## config.mk

```make
export PLATFORM = sky130hd
export DESIGN_NAME = sd_cmd_top
export DESIGN_NICKNAME = d
export VERILOG_FILES = /design/src/rtl/sd_cmd_pkg.sv /design/src/rtl/cmd_link_if.sv /design/src/rtl/cmd_shifter.sv /design/src/rtl/crc7_unit.sv /design/src/rtl/response_timer.sv /design/src/rtl/cmd_physical.sv /design/src/rtl/cmd_master.sv /design/src/rtl/sd_cmd_top.sv
export SDC_FILE = /design/constraint.sdc
export NUM_CORES = 1
export LEC_CHECK = 0
export ABC_AREA = 1
export BUFFER_PORTS_ARGS = -buffer_cell sky130_fd_sc_hd__buf_4
export CAP_MARGIN = 10
export CELL_PAD_IN_SITES_DETAIL_PLACEMENT = 0
export CELL_PAD_IN_SITES_GLOBAL_PLACEMENT = 1
export CORE_MARGIN = 10
export CORE_UTILIZATION = 30
export CTS_BUF_LIST = sky130_fd_sc_hd__clkbuf_8
export DETAILED_ROUTE_END_ITERATION = 10
export PLACE_DENSITY_LB_ADDON = 0.1
export SLEW_MARGIN = 10
export SYNTH_ARGS = -nofsm -noshare
export SYNTH_HDL_FRONTEND = slang
export SYNTH_HIERARCHICAL = 1
export SYNTH_SLANG_ARGS = --single-unit
```

## constraint.sdc

```tcl
create_clock -name CLK_host -period 2.9 [get_ports CLK_host]
set_input_delay 0.29 -clock CLK_host [delete_from_list [all_inputs] [get_ports CLK_host]]
set_output_delay 0.29 -clock CLK_host [all_outputs]
set_load 0.02 [all_outputs]
```

## src/rtl/sd_cmd_pkg.sv

```systemverilog
/* Shared types and constants for the SD command path. Only 48-bit responses are handled,
   so R2 frames and busy signalling are outside this design. */

package sd_cmd_pkg;

	// Host side FSM
	typedef enum logic [1:0] {
		ST_WAITING_CMD,
		ST_SETUP,
		ST_WAITING_RESPONSE,
		ST_FINISHING
	} master_state_t;

	// Link side FSM
	typedef enum logic [2:0] {
		PH_IDLE,
		PH_SEND,
		PH_WAIT_START,
		PH_RECEIVE,
		PH_REPORT
	} phys_state_t;

	// Index over argument
	localparam int CMD_WORD_W = 38;
	localparam int FRAME_W = 48;
	localparam int CRC_W = 7;

	// Host cycles per SD bit, sd_clk high in the second half
	localparam int CLK_DIV = 4;
	localparam int DIV_W = $clog2(CLK_DIV);

	// Bit periods allowed between the end bit and a response start bit
	localparam int RESP_TIMEOUT_BITS = 64;

	// Must hold both FRAME_W and RESP_TIMEOUT_BITS
	localparam int CNT_W = 7;

endpackage

```

## src/rtl/cmd_link_if.sv

```systemverilog
/* Level REQ/ACK link between the host FSM and the physical layer, one clock domain only. */
`timescale 1ns/1ps

interface cmd_link_if;
	import sd_cmd_pkg::*;

	logic req;
	logic [CMD_WORD_W-1:0] cmd_word;
	logic ack_to_master;
	logic req_to_master;
	logic ack_to_phys;
	logic [FRAME_W-1:0] response;
	logic timeout;
	logic crc_error;
	logic inactive;

	modport master (
		output req, cmd_word, ack_to_phys,
		input ack_to_master, req_to_master, response, timeout, crc_error, inactive
	);

	modport phys (
		input req, cmd_word, ack_to_phys,
		output ack_to_master, req_to_master, response, timeout, crc_error, inactive
	);

endinterface

```

## src/rtl/cmd_shifter.sv

```systemverilog
/* Frame register, MSB first both ways. crc_insert is only honoured together with shift. */
`timescale 1ns/1ps

module cmd_shifter (
	input logic CLK_host,
	input logic rst,
	input logic load,
	input logic shift,
	input logic [sd_cmd_pkg::FRAME_W-1:0] frame_in,
	input logic [sd_cmd_pkg::CRC_W-1:0] crc_in,
	input logic crc_insert,
	input logic serial_in,
	output logic serial_out,
	output logic [sd_cmd_pkg::FRAME_W-1:0] frame
);
	import sd_cmd_pkg::*;

	logic [FRAME_W-1:0] frame_q;

	// Idle line level after reset
	always_ff @(posedge CLK_host) begin
		if (rst) begin
			frame_q <= '1;
		end else if (load) begin
			frame_q <= frame_in;
		end else if (shift && crc_insert) begin
			// CRC MSB leaves now, the rest waits above the end bit
			frame_q <= {crc_in[CRC_W-2:0], frame_q[FRAME_W-CRC_W-1:0], serial_in};
		end else if (shift) begin
			frame_q <= {frame_q[FRAME_W-2:0], serial_in};
		end
	end

	assign serial_out = crc_insert ? crc_in[CRC_W-1] : frame_q[FRAME_W-1];
	assign frame = frame_q;

endmodule

```

## src/rtl/crc7_unit.sv

```systemverilog
/* Serial CRC7, x^7 + x^3 + 1, one bit per step. clear wins over step. */
`timescale 1ns/1ps

module crc7_unit (
	input logic CLK_host,
	input logic rst,
	input logic clear,
	input logic step,
	input logic data_bit,
	output logic [sd_cmd_pkg::CRC_W-1:0] crc
);
	import sd_cmd_pkg::*;

	logic fb;
	logic [CRC_W-1:0] crc_q;

	assign fb = data_bit ^ crc_q[CRC_W-1];

	always_ff @(posedge CLK_host) begin
		if (rst || clear) begin
			crc_q <= '0;
		end else if (step) begin
			// Taps at x^3 and x^0
			crc_q <= {crc_q[5:3], crc_q[2] ^ fb, crc_q[1:0], fb};
		end
	end

	assign crc = crc_q;

endmodule

```

## src/rtl/response_timer.sv

```systemverilog
/* Counts ticks from start. limit may change between spans; expired follows it at once. */
`timescale 1ns/1ps

module response_timer (
	input logic CLK_host,
	input logic rst,
	input logic start,
	input logic tick,
	input logic [sd_cmd_pkg::CNT_W-1:0] limit,
	output logic expired
);
	import sd_cmd_pkg::*;

	logic [CNT_W-1:0] count;

	always_ff @(posedge CLK_host) begin
		if (rst) begin
			count <= '0;
		end else if (start) begin
			count <= '0;
		end else if (tick) begin
			count <= count + 1'b1;
		end
	end

	assign expired = (count == limit);

endmodule

```

## src/rtl/cmd_physical.sv

```systemverilog
/* CMD line engine, bit rate is CLK_host / CLK_DIV with a free-running sd_clk.
   card_inactive aborts any frame and releases the line. */
`timescale 1ns/1ps

module cmd_physical (
	input logic CLK_host,
	input logic rst,
	input logic card_inactive,
	cmd_link_if.phys link,
	input logic cmd_in,
	output logic cmd_out,
	output logic cmd_oe,
	output logic sd_clk
);
	import sd_cmd_pkg::*;

	phys_state_t state;
	logic [DIV_W-1:0] div_cnt;
	logic strobe;
	logic crc_done;
	logic timed_out;
	logic in_send, in_wait, in_recv;
	logic load, shift_en, tx_insert, tx_release, rx_start;
	logic crc_clear, crc_step, crc_bit;
	logic timer_start, timer_tick, expired;
	logic [CNT_W-1:0] limit;
	logic serial_out;
	logic [FRAME_W-1:0] frame;
	logic [CRC_W-1:0] crc;

	// Bit strobe on the last host cycle of each bit
	always_ff @(posedge CLK_host) begin
		if (rst) begin
			div_cnt <= '0;
		end else if (strobe) begin
			div_cnt <= '0;
		end else begin
			div_cnt <= div_cnt + 1'b1;
		end
	end

	assign strobe = (div_cnt == DIV_W'(CLK_DIV - 1));
	assign sd_clk = (div_cnt >= DIV_W'(CLK_DIV / 2));

	assign in_send = (state == PH_SEND);
	assign in_wait = (state == PH_WAIT_START);
	assign in_recv = (state == PH_RECEIVE);

	assign load = (state == PH_IDLE) && link.req && !card_inactive;
	// After 40 bits the CRC takes the place of frame bits 7..1
	assign tx_insert = strobe && in_send && !crc_done && expired;
	assign tx_release = strobe && in_send && crc_done && expired;
	assign rx_start = strobe && in_wait && !cmd_in;

	assign shift_en = (strobe && in_send && !tx_release) || rx_start || (strobe && in_recv);
	assign crc_step = (strobe && (in_send || in_recv) && !crc_done && !expired) || rx_start;
	assign crc_bit = in_send ? serial_out : cmd_in;
	assign crc_clear = load || tx_release;

	assign timer_start = load || tx_release || rx_start;
	assign timer_tick = strobe && (in_send || in_wait || in_recv);

	// Two spans per phase, CRC-covered bits first
	always_comb begin
		case (state)
			PH_SEND: limit = crc_done ? CNT_W'(FRAME_W) : CNT_W'(FRAME_W - CRC_W - 1);
			PH_WAIT_START: limit = CNT_W'(RESP_TIMEOUT_BITS);
			PH_RECEIVE: limit = crc_done ? CNT_W'(FRAME_W - 1) : CNT_W'(FRAME_W - CRC_W - 2);
			default: limit = CNT_W'(FRAME_W);
		endcase
	end

	always_ff @(posedge CLK_host) begin
		if (rst || card_inactive) begin
			state <= PH_IDLE;
			cmd_oe <= 1'b0;
			cmd_out <= 1'b1;
			crc_done <= 1'b0;
			timed_out <= 1'b0;
		end else begin
			case (state)
				PH_IDLE: begin
					if (load) begin
						state <= PH_SEND;
						crc_done <= 1'b0;
						timed_out <= 1'b0;
					end
				end
				PH_SEND: begin
					if (tx_release) begin
						state <= PH_WAIT_START;
						cmd_oe <= 1'b0;
						cmd_out <= 1'b1;
						crc_done <= 1'b0;
					end else if (strobe) begin
						cmd_oe <= 1'b1;
						cmd_out <= serial_out;
						if (tx_insert) begin
							crc_done <= 1'b1;
						end
					end
				end
				PH_WAIT_START: begin
					if (rx_start) begin
						state <= PH_RECEIVE;
					end else if (expired) begin
						state <= PH_REPORT;
						timed_out <= 1'b1;
					end
				end
				PH_RECEIVE: begin
					if (expired && crc_done) begin
						state <= PH_REPORT;
					end else if (expired) begin
						crc_done <= 1'b1;
					end
				end
				PH_REPORT: begin
					if (timed_out || link.ack_to_phys) begin
						state <= PH_IDLE;
					end
				end
				default: begin
					state <= PH_IDLE;
				end
			endcase
		end
	end

	cmd_shifter u_shifter (
		.CLK_host (CLK_host),
		.rst (rst),
		.load (load),
		.shift (shift_en),
		.frame_in ({1'b0, 1'b1, link.cmd_word, {CRC_W{1'b0}}, 1'b1}),
		.crc_in (crc),
		.crc_insert (tx_insert),
		.serial_in (cmd_in),
		.serial_out (serial_out),
		.frame (frame)
	);

	crc7_unit u_crc (
		.CLK_host (CLK_host),
		.rst (rst),
		.clear (crc_clear),
		.step (crc_step),
		.data_bit (crc_bit),
		.crc (crc)
	);

	response_timer u_timer (
		.CLK_host (CLK_host),
		.rst (rst),
		.start (timer_start),
		.tick (timer_tick),
		.limit (limit),
		.expired (expired)
	);

	assign link.ack_to_master = load;
	assign link.req_to_master = (state == PH_REPORT) && !timed_out;
	assign link.timeout = (state == PH_REPORT) && timed_out;
	assign link.response = frame;
	assign link.crc_error = (crc != frame[CRC_W:1]);
	assign link.inactive = card_inactive;

endmodule

```

## src/rtl/cmd_master.sv

```systemverilog
/* Host-facing command FSM. new_cmd is ignored while cmd_busy is high, and
   response_status keeps the last good response across timeouts. */
`timescale 1ns/1ps

module cmd_master (
	input logic CLK_host,
	input logic rst,
	input logic new_cmd,
	input logic [5:0] cmd_index,
	input logic [31:0] cmd_arg,
	cmd_link_if.master link,
	output logic cmd_busy,
	output logic cmd_complete,
	output logic timeout_error,
	output logic crc_error,
	output logic [31:0] response_status
);
	import sd_cmd_pkg::*;

	master_state_t state;
	logic timeout_seen;
	logic [CMD_WORD_W-1:0] cmd_word_q;

	always_ff @(posedge CLK_host) begin
		if (rst || link.inactive) begin
			state <= ST_WAITING_CMD;
		end else begin
			case (state)
				ST_WAITING_CMD: begin
					if (new_cmd) begin
						state <= ST_SETUP;
					end
				end
				ST_SETUP: begin
					if (link.ack_to_master) begin
						state <= ST_WAITING_RESPONSE;
					end
				end
				ST_WAITING_RESPONSE: begin
					if (link.req_to_master || link.timeout) begin
						state <= ST_FINISHING;
					end
				end
				ST_FINISHING: begin
					state <= ST_WAITING_CMD;
				end
				default: begin
					state <= ST_WAITING_CMD;
				end
			endcase
		end
	end

	// Command held for the physical layer
	always_ff @(posedge CLK_host) begin
		if (state == ST_WAITING_CMD && new_cmd) begin
			cmd_word_q <= {cmd_index, cmd_arg};
		end
	end

	// Result captured as the link reports, shown from ST_FINISHING on
	always_ff @(posedge CLK_host) begin
		if (rst) begin
			timeout_seen <= 1'b0;
			crc_error <= 1'b0;
			response_status <= '0;
		end else if (state == ST_WAITING_RESPONSE && !link.inactive) begin
			if (link.req_to_master) begin
				response_status <= link.response[39:8];
				crc_error <= link.crc_error;
				timeout_seen <= 1'b0;
			end else if (link.timeout) begin
				crc_error <= 1'b0;
				timeout_seen <= 1'b1;
			end
		end
	end

	assign link.cmd_word = cmd_word_q;
	assign link.req = (state == ST_SETUP) || (state == ST_WAITING_RESPONSE);
	// Answered in the same cycle
	assign link.ack_to_phys = (state == ST_WAITING_RESPONSE) && link.req_to_master;

	assign cmd_busy = (state != ST_WAITING_CMD);
	assign cmd_complete = (state == ST_FINISHING) && !timeout_seen;
	assign timeout_error = (state == ST_FINISHING) && timeout_seen;

endmodule

```

## src/rtl/sd_cmd_top.sv

```systemverilog
/* SD host command path, single CLK_host domain. No data lines, R2 or R1b support. */
`timescale 1ns/1ps

module sd_cmd_top (
	input logic CLK_host,
	input logic rst,
	input logic new_cmd,
	input logic [5:0] cmd_index,
	input logic [31:0] cmd_arg,
	input logic card_inactive,
	input logic cmd_in,
	output logic cmd_busy,
	output logic cmd_complete,
	output logic timeout_error,
	output logic crc_error,
	output logic [31:0] response_status,
	output logic cmd_out,
	output logic cmd_oe,
	output logic sd_clk
);

	cmd_link_if link ();

	cmd_master u_master (
		.CLK_host (CLK_host),
		.rst (rst),
		.new_cmd (new_cmd),
		.cmd_index (cmd_index),
		.cmd_arg (cmd_arg),
		.link (link),
		.cmd_busy (cmd_busy),
		.cmd_complete (cmd_complete),
		.timeout_error (timeout_error),
		.crc_error (crc_error),
		.response_status (response_status)
	);

	cmd_physical u_physical (
		.CLK_host (CLK_host),
		.rst (rst),
		.card_inactive (card_inactive),
		.link (link),
		.cmd_in (cmd_in),
		.cmd_out (cmd_out),
		.cmd_oe (cmd_oe),
		.sd_clk (sd_clk)
	);

endmodule

```

==> impl_metrics.tcl, run 1 <==
set metrics [dict create \
    area_occupied_by_multi_input_gates_mm2 0.002580 \
    routed_wire_length_per_instance_um 14.60 \
    adder_cell_share_of_the_synthesized_area_pct 1.387 \
    first_pass_grt_wire_length_um 28010 \
    num_antenna_cells 0 \
    worstSetupPathType "register to register" \
    timing.critical_path.slowest_cell_delay_ps 650 \
    setup_viol 0 \
    yosys_most_used_dff "sky130_fd_sc_hd__dfxtp_1" \
    worst_path_most_repeated_cell "sky130_fd_sc_hd__nand2_1" \
    ctsLongestPathBuffers 2 \
    design_power_total_mw 4.535 \
    synth-edff-count 38 \
    hpwlAfterDp_um 11460 \
    timing.critical_path.to_type "register" \
    io_buffers 81 \
    wirelength_um 17250 \
    static-leakage-power_nw 3.481 \
    cts-root-buf "sky130_fd_sc_hd__clkbuf_8" \
    worstHoldPathCells 1 \
    synth-compound-area-share_pct 9.394 \
    worstPathMaxFanout 12 \
    global_route.overflow_total 0 \
    yosysWarnings 6 \
    power.density_cell_area_mw_per_mm2 565.1 \
    starting_utilization_of_the_core_area_pct 30.22 \
    gp_congestion 0.7920 \
    filler_cell_count 2182 \
    clock_tree.htree_level_count 4 \
    core_area_mm2 0.02089 \
    timing_worst_slew_pin_value_ps 774.4 \
    clkTransAtPathRegs_ps 90 \
    via_count 5257 \
    period_utilization_post_route_pct 95.04 \
    layout-drive-gt1-share_pct 22.82 \
    arrival_ps 3130 \
    synthesis.area_per_instance_um2 8.275 \
    grt_setup_unrepaired "true" \
    antenna_violations_before_repair 0 \
    postSynthRegisterBits 145 \
    synth.cell_area_mm2 0.006314 \
    clkLatencyLatePin_ps 440 \
    fin_worst_skew_ps 11.91 \
    synth-xor-area-share_pct 1.110 \
    synth.area.mux_share_pct 0 \
    async_flop_share_pct 0 \
    crit_slowest_cell "sky130_fd_sc_hd__nor2_2" \
    largest_family_of_logic_cells_by_synthesized_area "simple AND/OR/NAND/NOR gates" \
    firstDrtPassIters 4 \
    finalMaxSlewViolations 0 \
    die_x_um 165.1 \
    crit_chain "inv_2 > buf_4 > a31oi_1 > xnor2_1 > nand3_1 > nor2_2 > nand2_1 > nand2_1 > o211ai_1 > buf_4 > inv_1 > nor2_2 > nand3_1 > nand2_1" \
    floorplan.rows 53 \
    cap_viol_max_count 0 \
    final-seq-area_mm2 0.003284 \
    cts_tree "done" \
    outcome "completed" \
    fin_crit_ps 2756 \
    clock.fmax_mhz 362.8 \
    final_net_count 944 \
    final.setup.tns_ps 0 \
    synth-simple-area-share_pct 27.69 \
    groute.usage.overall_pct 12.88 \
    post_synth_inst_count 763 \
    worst_ir_drop_vdd_mv 0.3164 \
    post-route-drc-count 0 \
    worst_r2r_startpoint "u_physical/state[2]" \
    worst_ep_required_time_ps 3270 \
    detailedRoute.firstIterationViolations 259 \
    route.detailed.vias_per_inst 4.448 \
    dieArea_mm2 0.02725 \
    hold_start "cmd_index[2]" \
    design.portCount 82 \
    synth.yosys.seq_area_share_pct 52.00 \
    chipHeight_um 165.1 \
    area.growth.synth_to_final_pct 27.11 \
    first_global_vias 5504 \
    maxSlewHeadroom_pct 47.97 \
    holdCritPathClass "primary input to register" \
    synth_cell_types 37 \
    clock_sinks 145 \
    cts_inserted_buffers 17 \
    maximum_number_of_pins_on_one_net_before_global_route_repair 52 \
    critical_path.startpoint_type "register" \
    detail-route-antenna-nets 0 \
    hold_viol 0 \
    worstSetupStartpoint "u_physical/state[2]" \
    r2r_cells 14 \
]
## what timing repair did
item,4_1_cts,5_1_grt
hold buffers,24,9
endpoints found under the setup margin,49,50
cloned,1,1
resized for setup,2,5
hold endpoints to repair,24,9
setup buffers,0,0
pin swaps,0,2
## routing by layer
metal  GRT usage (%)  vias to the layer above  wire length [um]
met5               0                        -                 0
met4           3.543                        0               181
met2           20.37                       93              7898
met3           3.619                       11               760
li1                -                     2717                 -
met1           16.86                     2436              8412
## stage by stage
step                util, %  hold slack [ps]  cells  instance area, um2  worst slack [ps]
floorplan                 -            352.4    771                6344             316.8
global placement      34.69            435.9   1115                7246             91.52
detailed placement    34.69            441.7   1115                7246            -81.59
CTS                   37.92          0.05057   1172                7920             90.16
global route          38.42            6.569   1182                8025            -26.70
finish                38.42            41.95   1182                8025             143.9
## state kept, by name, indices dropped and copies added, names as in the netlist, 2 cells and up
register / flops
u_physical/u_shifter/frame: 48
u_master/link.cmd_word: 38
u_master/response_status: 32
u_physical/u_crc/crc: 7
u_physical/u_timer/count: 7
u_physical/state: 3
u_master/state: 2
u_physical/div_cnt: 2
## report_power, final
group | total (mW) | internal (mW) | leakage, nW | switching [mW]
logic | 0.540 | 0.224 | 2.04 | 0.316
registers | 2.31 | 2.22 | 1.24 | 0.0899
clock network | 1.69 | 0.856 | 0.208 | 0.830
## synth_stat cells, types with 2 or more instances
master	instances	area (um2)
sky130_fd_sc_hd__nand3_1	65	325.3
sky130_fd_sc_hd__or2_1	2	12.51
sky130_fd_sc_hd__nor2_1	71	266.5
sky130_fd_sc_hd__nand3_2	3	30.03
sky130_fd_sc_hd__buf_6	12	135.1
sky130_fd_sc_hd__buf_2	5	25.02
sky130_fd_sc_hd__nand2_1	174	653.1
sky130_fd_sc_hd__a21oi_1	63	315.3
sky130_fd_sc_hd__inv_1	68	255.2
sky130_fd_sc_hd__or2_2	2	12.51
sky130_fd_sc_hd__xnor2_1	3	26.28
sky130_fd_sc_hd__conb_1	2	7.510
sky130_fd_sc_hd__a21oi_2	3	26.28
sky130_fd_sc_hd__a211oi_1	4	30.03
sky130_fd_sc_hd__buf_4	6	45.04
sky130_fd_sc_hd__ha_1	7	87.58
sky130_fd_sc_hd__o21ai_0	8	40.04
sky130_fd_sc_hd__nand2_2	8	50.05
sky130_fd_sc_hd__inv_2	3	11.26
sky130_fd_sc_hd__nand4_1	5	31.28
sky130_fd_sc_hd__dfxtp_1	107	2142
sky130_fd_sc_hd__xor2_1	5	43.79
sky130_fd_sc_hd__o211ai_1	2	15.01
sky130_fd_sc_hd__edfxtp_1	38	1141
sky130_fd_sc_hd__nor3_1	5	25.02
sky130_fd_sc_hd__nor2_2	39	244.0
sky130_fd_sc_hd__clkbuf_1	11	41.29
sky130_fd_sc_hd__nor2_4	5	56.30
sky130_fd_sc_hd__o21ai_1	29	145.1
## critical path: cells and delay by family, from the launching register on
family / cells / cell delay, ps
flip-flops: 1 / 450
AND/OR/NAND/NOR: 7 / 1220
AO/OA/AOI/OAI: 2 / 340
buffers and inverters: 4 / 590
XOR/XNOR: 1 / 100
## area by class of cell
| class | count | area share (%) |
|---|---|---|
| Sequential cell | 145 | 40.93 |
| Multi-Input combinational cell | 521 | 32.15 |
| Timing Repair Buffer | 137 | 14.00 |
| Tap cell | 275 | 4.287 |
| Clock buffer | 20 | 3.430 |
| Inverter | 72 | 3.399 |
| Clock inverter | 12 | 1.809 |
## cells by family (layout without fill, tap and decap cells)
group	after synthesis	after routing
buffers and inverters	107	241
AOI/OAI and AO/OA	112	112
xor gates and xnor gates	8	8
adders and majority gates	7	7
and+or+nand+nor	382	384
other	2	10
DFF	145	145
## cell usage in the layout, fill, tap and decap left out, types with 2 or more instances in the layout
cell                            count
sky130_fd_sc_hd__a211oi_1           4
sky130_fd_sc_hd__a21oi_1           63
sky130_fd_sc_hd__a21oi_2            3
sky130_fd_sc_hd__buf_4            103
sky130_fd_sc_hd__bufinv_16          2
sky130_fd_sc_hd__clkbuf_8          20
sky130_fd_sc_hd__clkinvlp_4         2
sky130_fd_sc_hd__conb_1            10
sky130_fd_sc_hd__dfxtp_1          106
sky130_fd_sc_hd__dlygate4sd3_1     33
sky130_fd_sc_hd__edfxtp_1          38
sky130_fd_sc_hd__ha_1               7
sky130_fd_sc_hd__inv_1             68
sky130_fd_sc_hd__inv_2              3
sky130_fd_sc_hd__inv_6              4
sky130_fd_sc_hd__inv_8              2
sky130_fd_sc_hd__nand2_1          174
sky130_fd_sc_hd__nand2_2            8
sky130_fd_sc_hd__nand3_1           65
sky130_fd_sc_hd__nand3_2            3
sky130_fd_sc_hd__nand4_1            5
sky130_fd_sc_hd__nor2_1            69
sky130_fd_sc_hd__nor2_2            39
sky130_fd_sc_hd__nor2_4             9
sky130_fd_sc_hd__nor3_1             5
sky130_fd_sc_hd__o211ai_1           2
sky130_fd_sc_hd__o21ai_0            6
sky130_fd_sc_hd__o21ai_1           31
sky130_fd_sc_hd__or2_1              2
sky130_fd_sc_hd__or2_2              2
sky130_fd_sc_hd__xnor2_1            3
sky130_fd_sc_hd__xor2_1             5
## path summary, 6_finish.rpt
path	to	slack (ps)
hold / removal	u_master/link.cmd_word[34]	40
hold reg to reg	u_physical/u_shifter/frame[45]	460
setup reg to reg	u_physical/u_shifter/frame[43]	140
setup / recovery	u_physical/u_shifter/frame[43]	140
Note: power is estimated with default switching activity, not from simulation.
==> run 2, diff against run 1 <==
- GPL_ROUTABILITY_DRIVEN: unset -> 0
- HOLD_SLACK_MARGIN: unset -> 0.15
- SETUP_SLACK_MARGIN: unset -> 0.1
==> run 2 against run 1 <==
  * Combinational power up 2%
  * Die area stayed put
  * Sequential power barely moved
  * Total power shrank 2.1%
  * First-iteration DRC count decreased by 15%
  * Design area rose by 0.36%
  * Wire length is 0.39% lower
  * Flip-flop and latch count is the same
==> impl_metrics.tcl, run 2 (synthesized netlist as in run 1, its figures left out) <==
set metrics [dict create \
    power.density_cell_area_mw_per_mm2 551.0 \
    cts_inserted_buffers 17 \
    dieArea_mm2 0.02725 \
    period_utilization_post_route_pct 88.93 \
    timing_worst_slew_pin_value_ps 810.4 \
    final_net_count 949 \
    top_metal_layer_carrying_routed_signals "met4" \
    filler_cell_count 2137 \
    fin_worst_skew_ps 16.05 \
    first_global_vias 5512 \
    setup_ws_pre_cts_ps -113.5 \
    final.setup.tns_ps 0 \
    chipHeight_um 165.1 \
    first_pass_grt_wire_length_um 28000 \
    hpwlAfterDp_um 11190 \
    firstDrtPassIters 4 \
    cts_tree "done" \
    io_buffers 81 \
    antenna_violations_before_repair 0 \
    grt_setup_unrepaired "true" \
    outcome "completed" \
    num_antenna_cells 0 \
    worstPathMaxFanout 48 \
    rr_endpoint "u_physical/u_shifter/frame[44]" \
    clock_sinks 145 \
    met3_length_um 682 \
    maximum_number_of_pins_on_one_net_before_global_route_repair 52 \
    detailedRoute.firstIterationViolations 221 \
    post-route-drc-count 0 \
    worstSetupStartpoint "u_master/state[0]" \
    most-common-layout-cells "sky130_fd_sc_hd__nand2_1 (174), sky130_fd_sc_hd__dfxtp_1 (106), sky130_fd_sc_hd__buf_4 (101)" \
    clkTransAtPathRegs_ps 80 \
    core_area_mm2 0.02089 \
    clock_tree.htree_level_count 4 \
    worstSetupPathType "register to register" \
    layout-drive-gt1-share_pct 22.26 \
    design.portCount 82 \
    cts-root-buf "sky130_fd_sc_hd__clkbuf_8" \
    final_cells 1187 \
    cap_viol_max_count 0 \
    finalMaxSlewViolations 0 \
    met1_length_um 8394 \
    clock.fmax_mhz 387.8 \
    setup_ws_post_layout_ps 321.1 \
    ff2ff_setup_slack_ps 320 \
    ctsLongestPathBuffers 2 \
    groute.usage.overall_pct 12.91 \
    detail-route-antenna-nets 0 \
    wirelength_um 17190 \
    clkLatencyLatePin_ps 450 \
    layout.cells.most_common "sky130_fd_sc_hd__nand2_1" \
    arrival_ps 2960 \
    global_route.overflow_total 0 \
    routed_wire_length_per_instance_um 14.48 \
    floorplan.rows 53 \
    critical_path.startpoint_type "register" \
    maxSlewHeadroom_pct 45.80 \
    starting_utilization_of_the_core_area_pct 30.22 \
    fin_crit_ps 2579 \
    crit_end "u_physical/u_shifter/frame[44]" \
    r2r_cells 9 \
    static-leakage-power_nw 3.497 \
    area.growth.synth_to_final_pct 27.57 \
    timing.critical_path.to_type "register" \
    route.detailed.vias_per_inst 4.447 \
    worst_r2r_startpoint "u_master/state[0]" \
    met2_wirelength_um 7929 \
    placed_cells 1112 \
    setup_viol 0 \
    die_x_um 165.1 \
    worst_ep_required_time_ps 3280 \
    worst_ir_drop_vdd_mv 0.2862 \
    via_count 5278 \
    holdCritPathClass "primary input to register" \
    hold_viol 0 \
    largest_reg_flops 48 \
]
-- run 2: cell types whose count changed in the layout (fill, tap and decap cells not counted), moves of 2 or more --
| cell | delta |
|---|---|
| sky130_fd_sc_hd__inv_1 | +3 |
| sky130_fd_sc_hd__nor2_4 | +2 |
| sky130_fd_sc_hd__inv_6 | -2 |
| sky130_fd_sc_hd__inv_8 | -2 |
| sky130_fd_sc_hd__clkbuf_8 | -2 |
| sky130_fd_sc_hd__buf_4 | -2 |
| sky130_fd_sc_hd__clkinv_4 | +3 |
| sky130_fd_sc_hd__dlygate4sd3_1 | +6 |
-- run 2: worst max-delay path: stages (launching register included) --
cell and delay [ps]:
sky130_fd_sc_hd__dfxtp_1 390, sky130_fd_sc_hd__inv_1 90, sky130_fd_sc_hd__ha_1 310, sky130_fd_sc_hd__inv_1 80
sky130_fd_sc_hd__nor3_4 690, sky130_fd_sc_hd__buf_4 610, sky130_fd_sc_hd__nand2_1 120, sky130_fd_sc_hd__nand2_1 90
sky130_fd_sc_hd__a21oi_1 50, sky130_fd_sc_hd__nand2_1 60
-- run 2: final cells by class --
cell class                      count  area (um2)  share of cell area [%]
Multi-Input combinational cell    522        2596                   32.24
Clock buffer                       18       247.7                   3.076
Sequential cell                   145        3284                   40.78
Clock inverter                     14       140.1                   1.740
Inverter                           72       272.8                   3.387
Tap cell                          275       344.1                   4.272
Timing Repair Buffer              141        1169                   14.51
-- run 2: timing repair --
item,in CTS,in global routing
setup buffers,0,1
gates cloned,2,1
hold endpoints to repair,39,0
hold buffers,39,0
gates resized for setup,3,6
setup endpoints to repair,50,38
pin swaps,1,2
-- run 2: how the worst min path moves through the flow --
| stage | startpoint | end | slack [ps] | cells after the start |
|---|---|---|---|---|
| after floorplan | rst | u_master/crc_error | 350 | 1 |
| after global placement | u_physical/div_cnt[0] | u_physical/div_cnt[0] | 440 | 1 |
| after detailed placement | u_physical/u_shifter/frame[46] | u_physical/u_shifter/frame[46] | 450 | 2 |
| after CTS | card_inactive | u_master/state[0] | 190 | 4 |
| after global routing | card_inactive | u_master/state[0] | 220 | 4 |
| final | card_inactive | u_master/state[0] | 230 | 4 |
-- run 2: power breakdown --
| part | switching, mW | internal (mW) |
|---|---|---|
| logic | 0.319 | 0.230 |
| registers | 0.0921 | 2.22 |
| clock network | 0.793 | 0.784 |
| total | 1.20 | 3.23 |
-- run 2: through the flow --
step                area, um2  util [%]  power [mW]  hold WS (ps)
floorplan                6344         -       2.680         352.4
global placement         7223     34.58       2.849         435.4
detailed placement       7223     34.58       2.857         449.8
CTS                      8023     38.41       4.511         194.4
global route             8054     38.56       4.677         223.8
finish                   8054     38.56       4.438         232.2
-- run 2: layer usage --
| layer | vias to the layer above | global-route usage [%] |
|---|---|---|
| met2 | 83 | 20.48 |
| met1 | 2459 | 16.74 |
| met5 | - | 0 |
| li1 | 2724 | - |
| met4 | 0 | 4.227 |
| met3 | 12 | 3.396 |
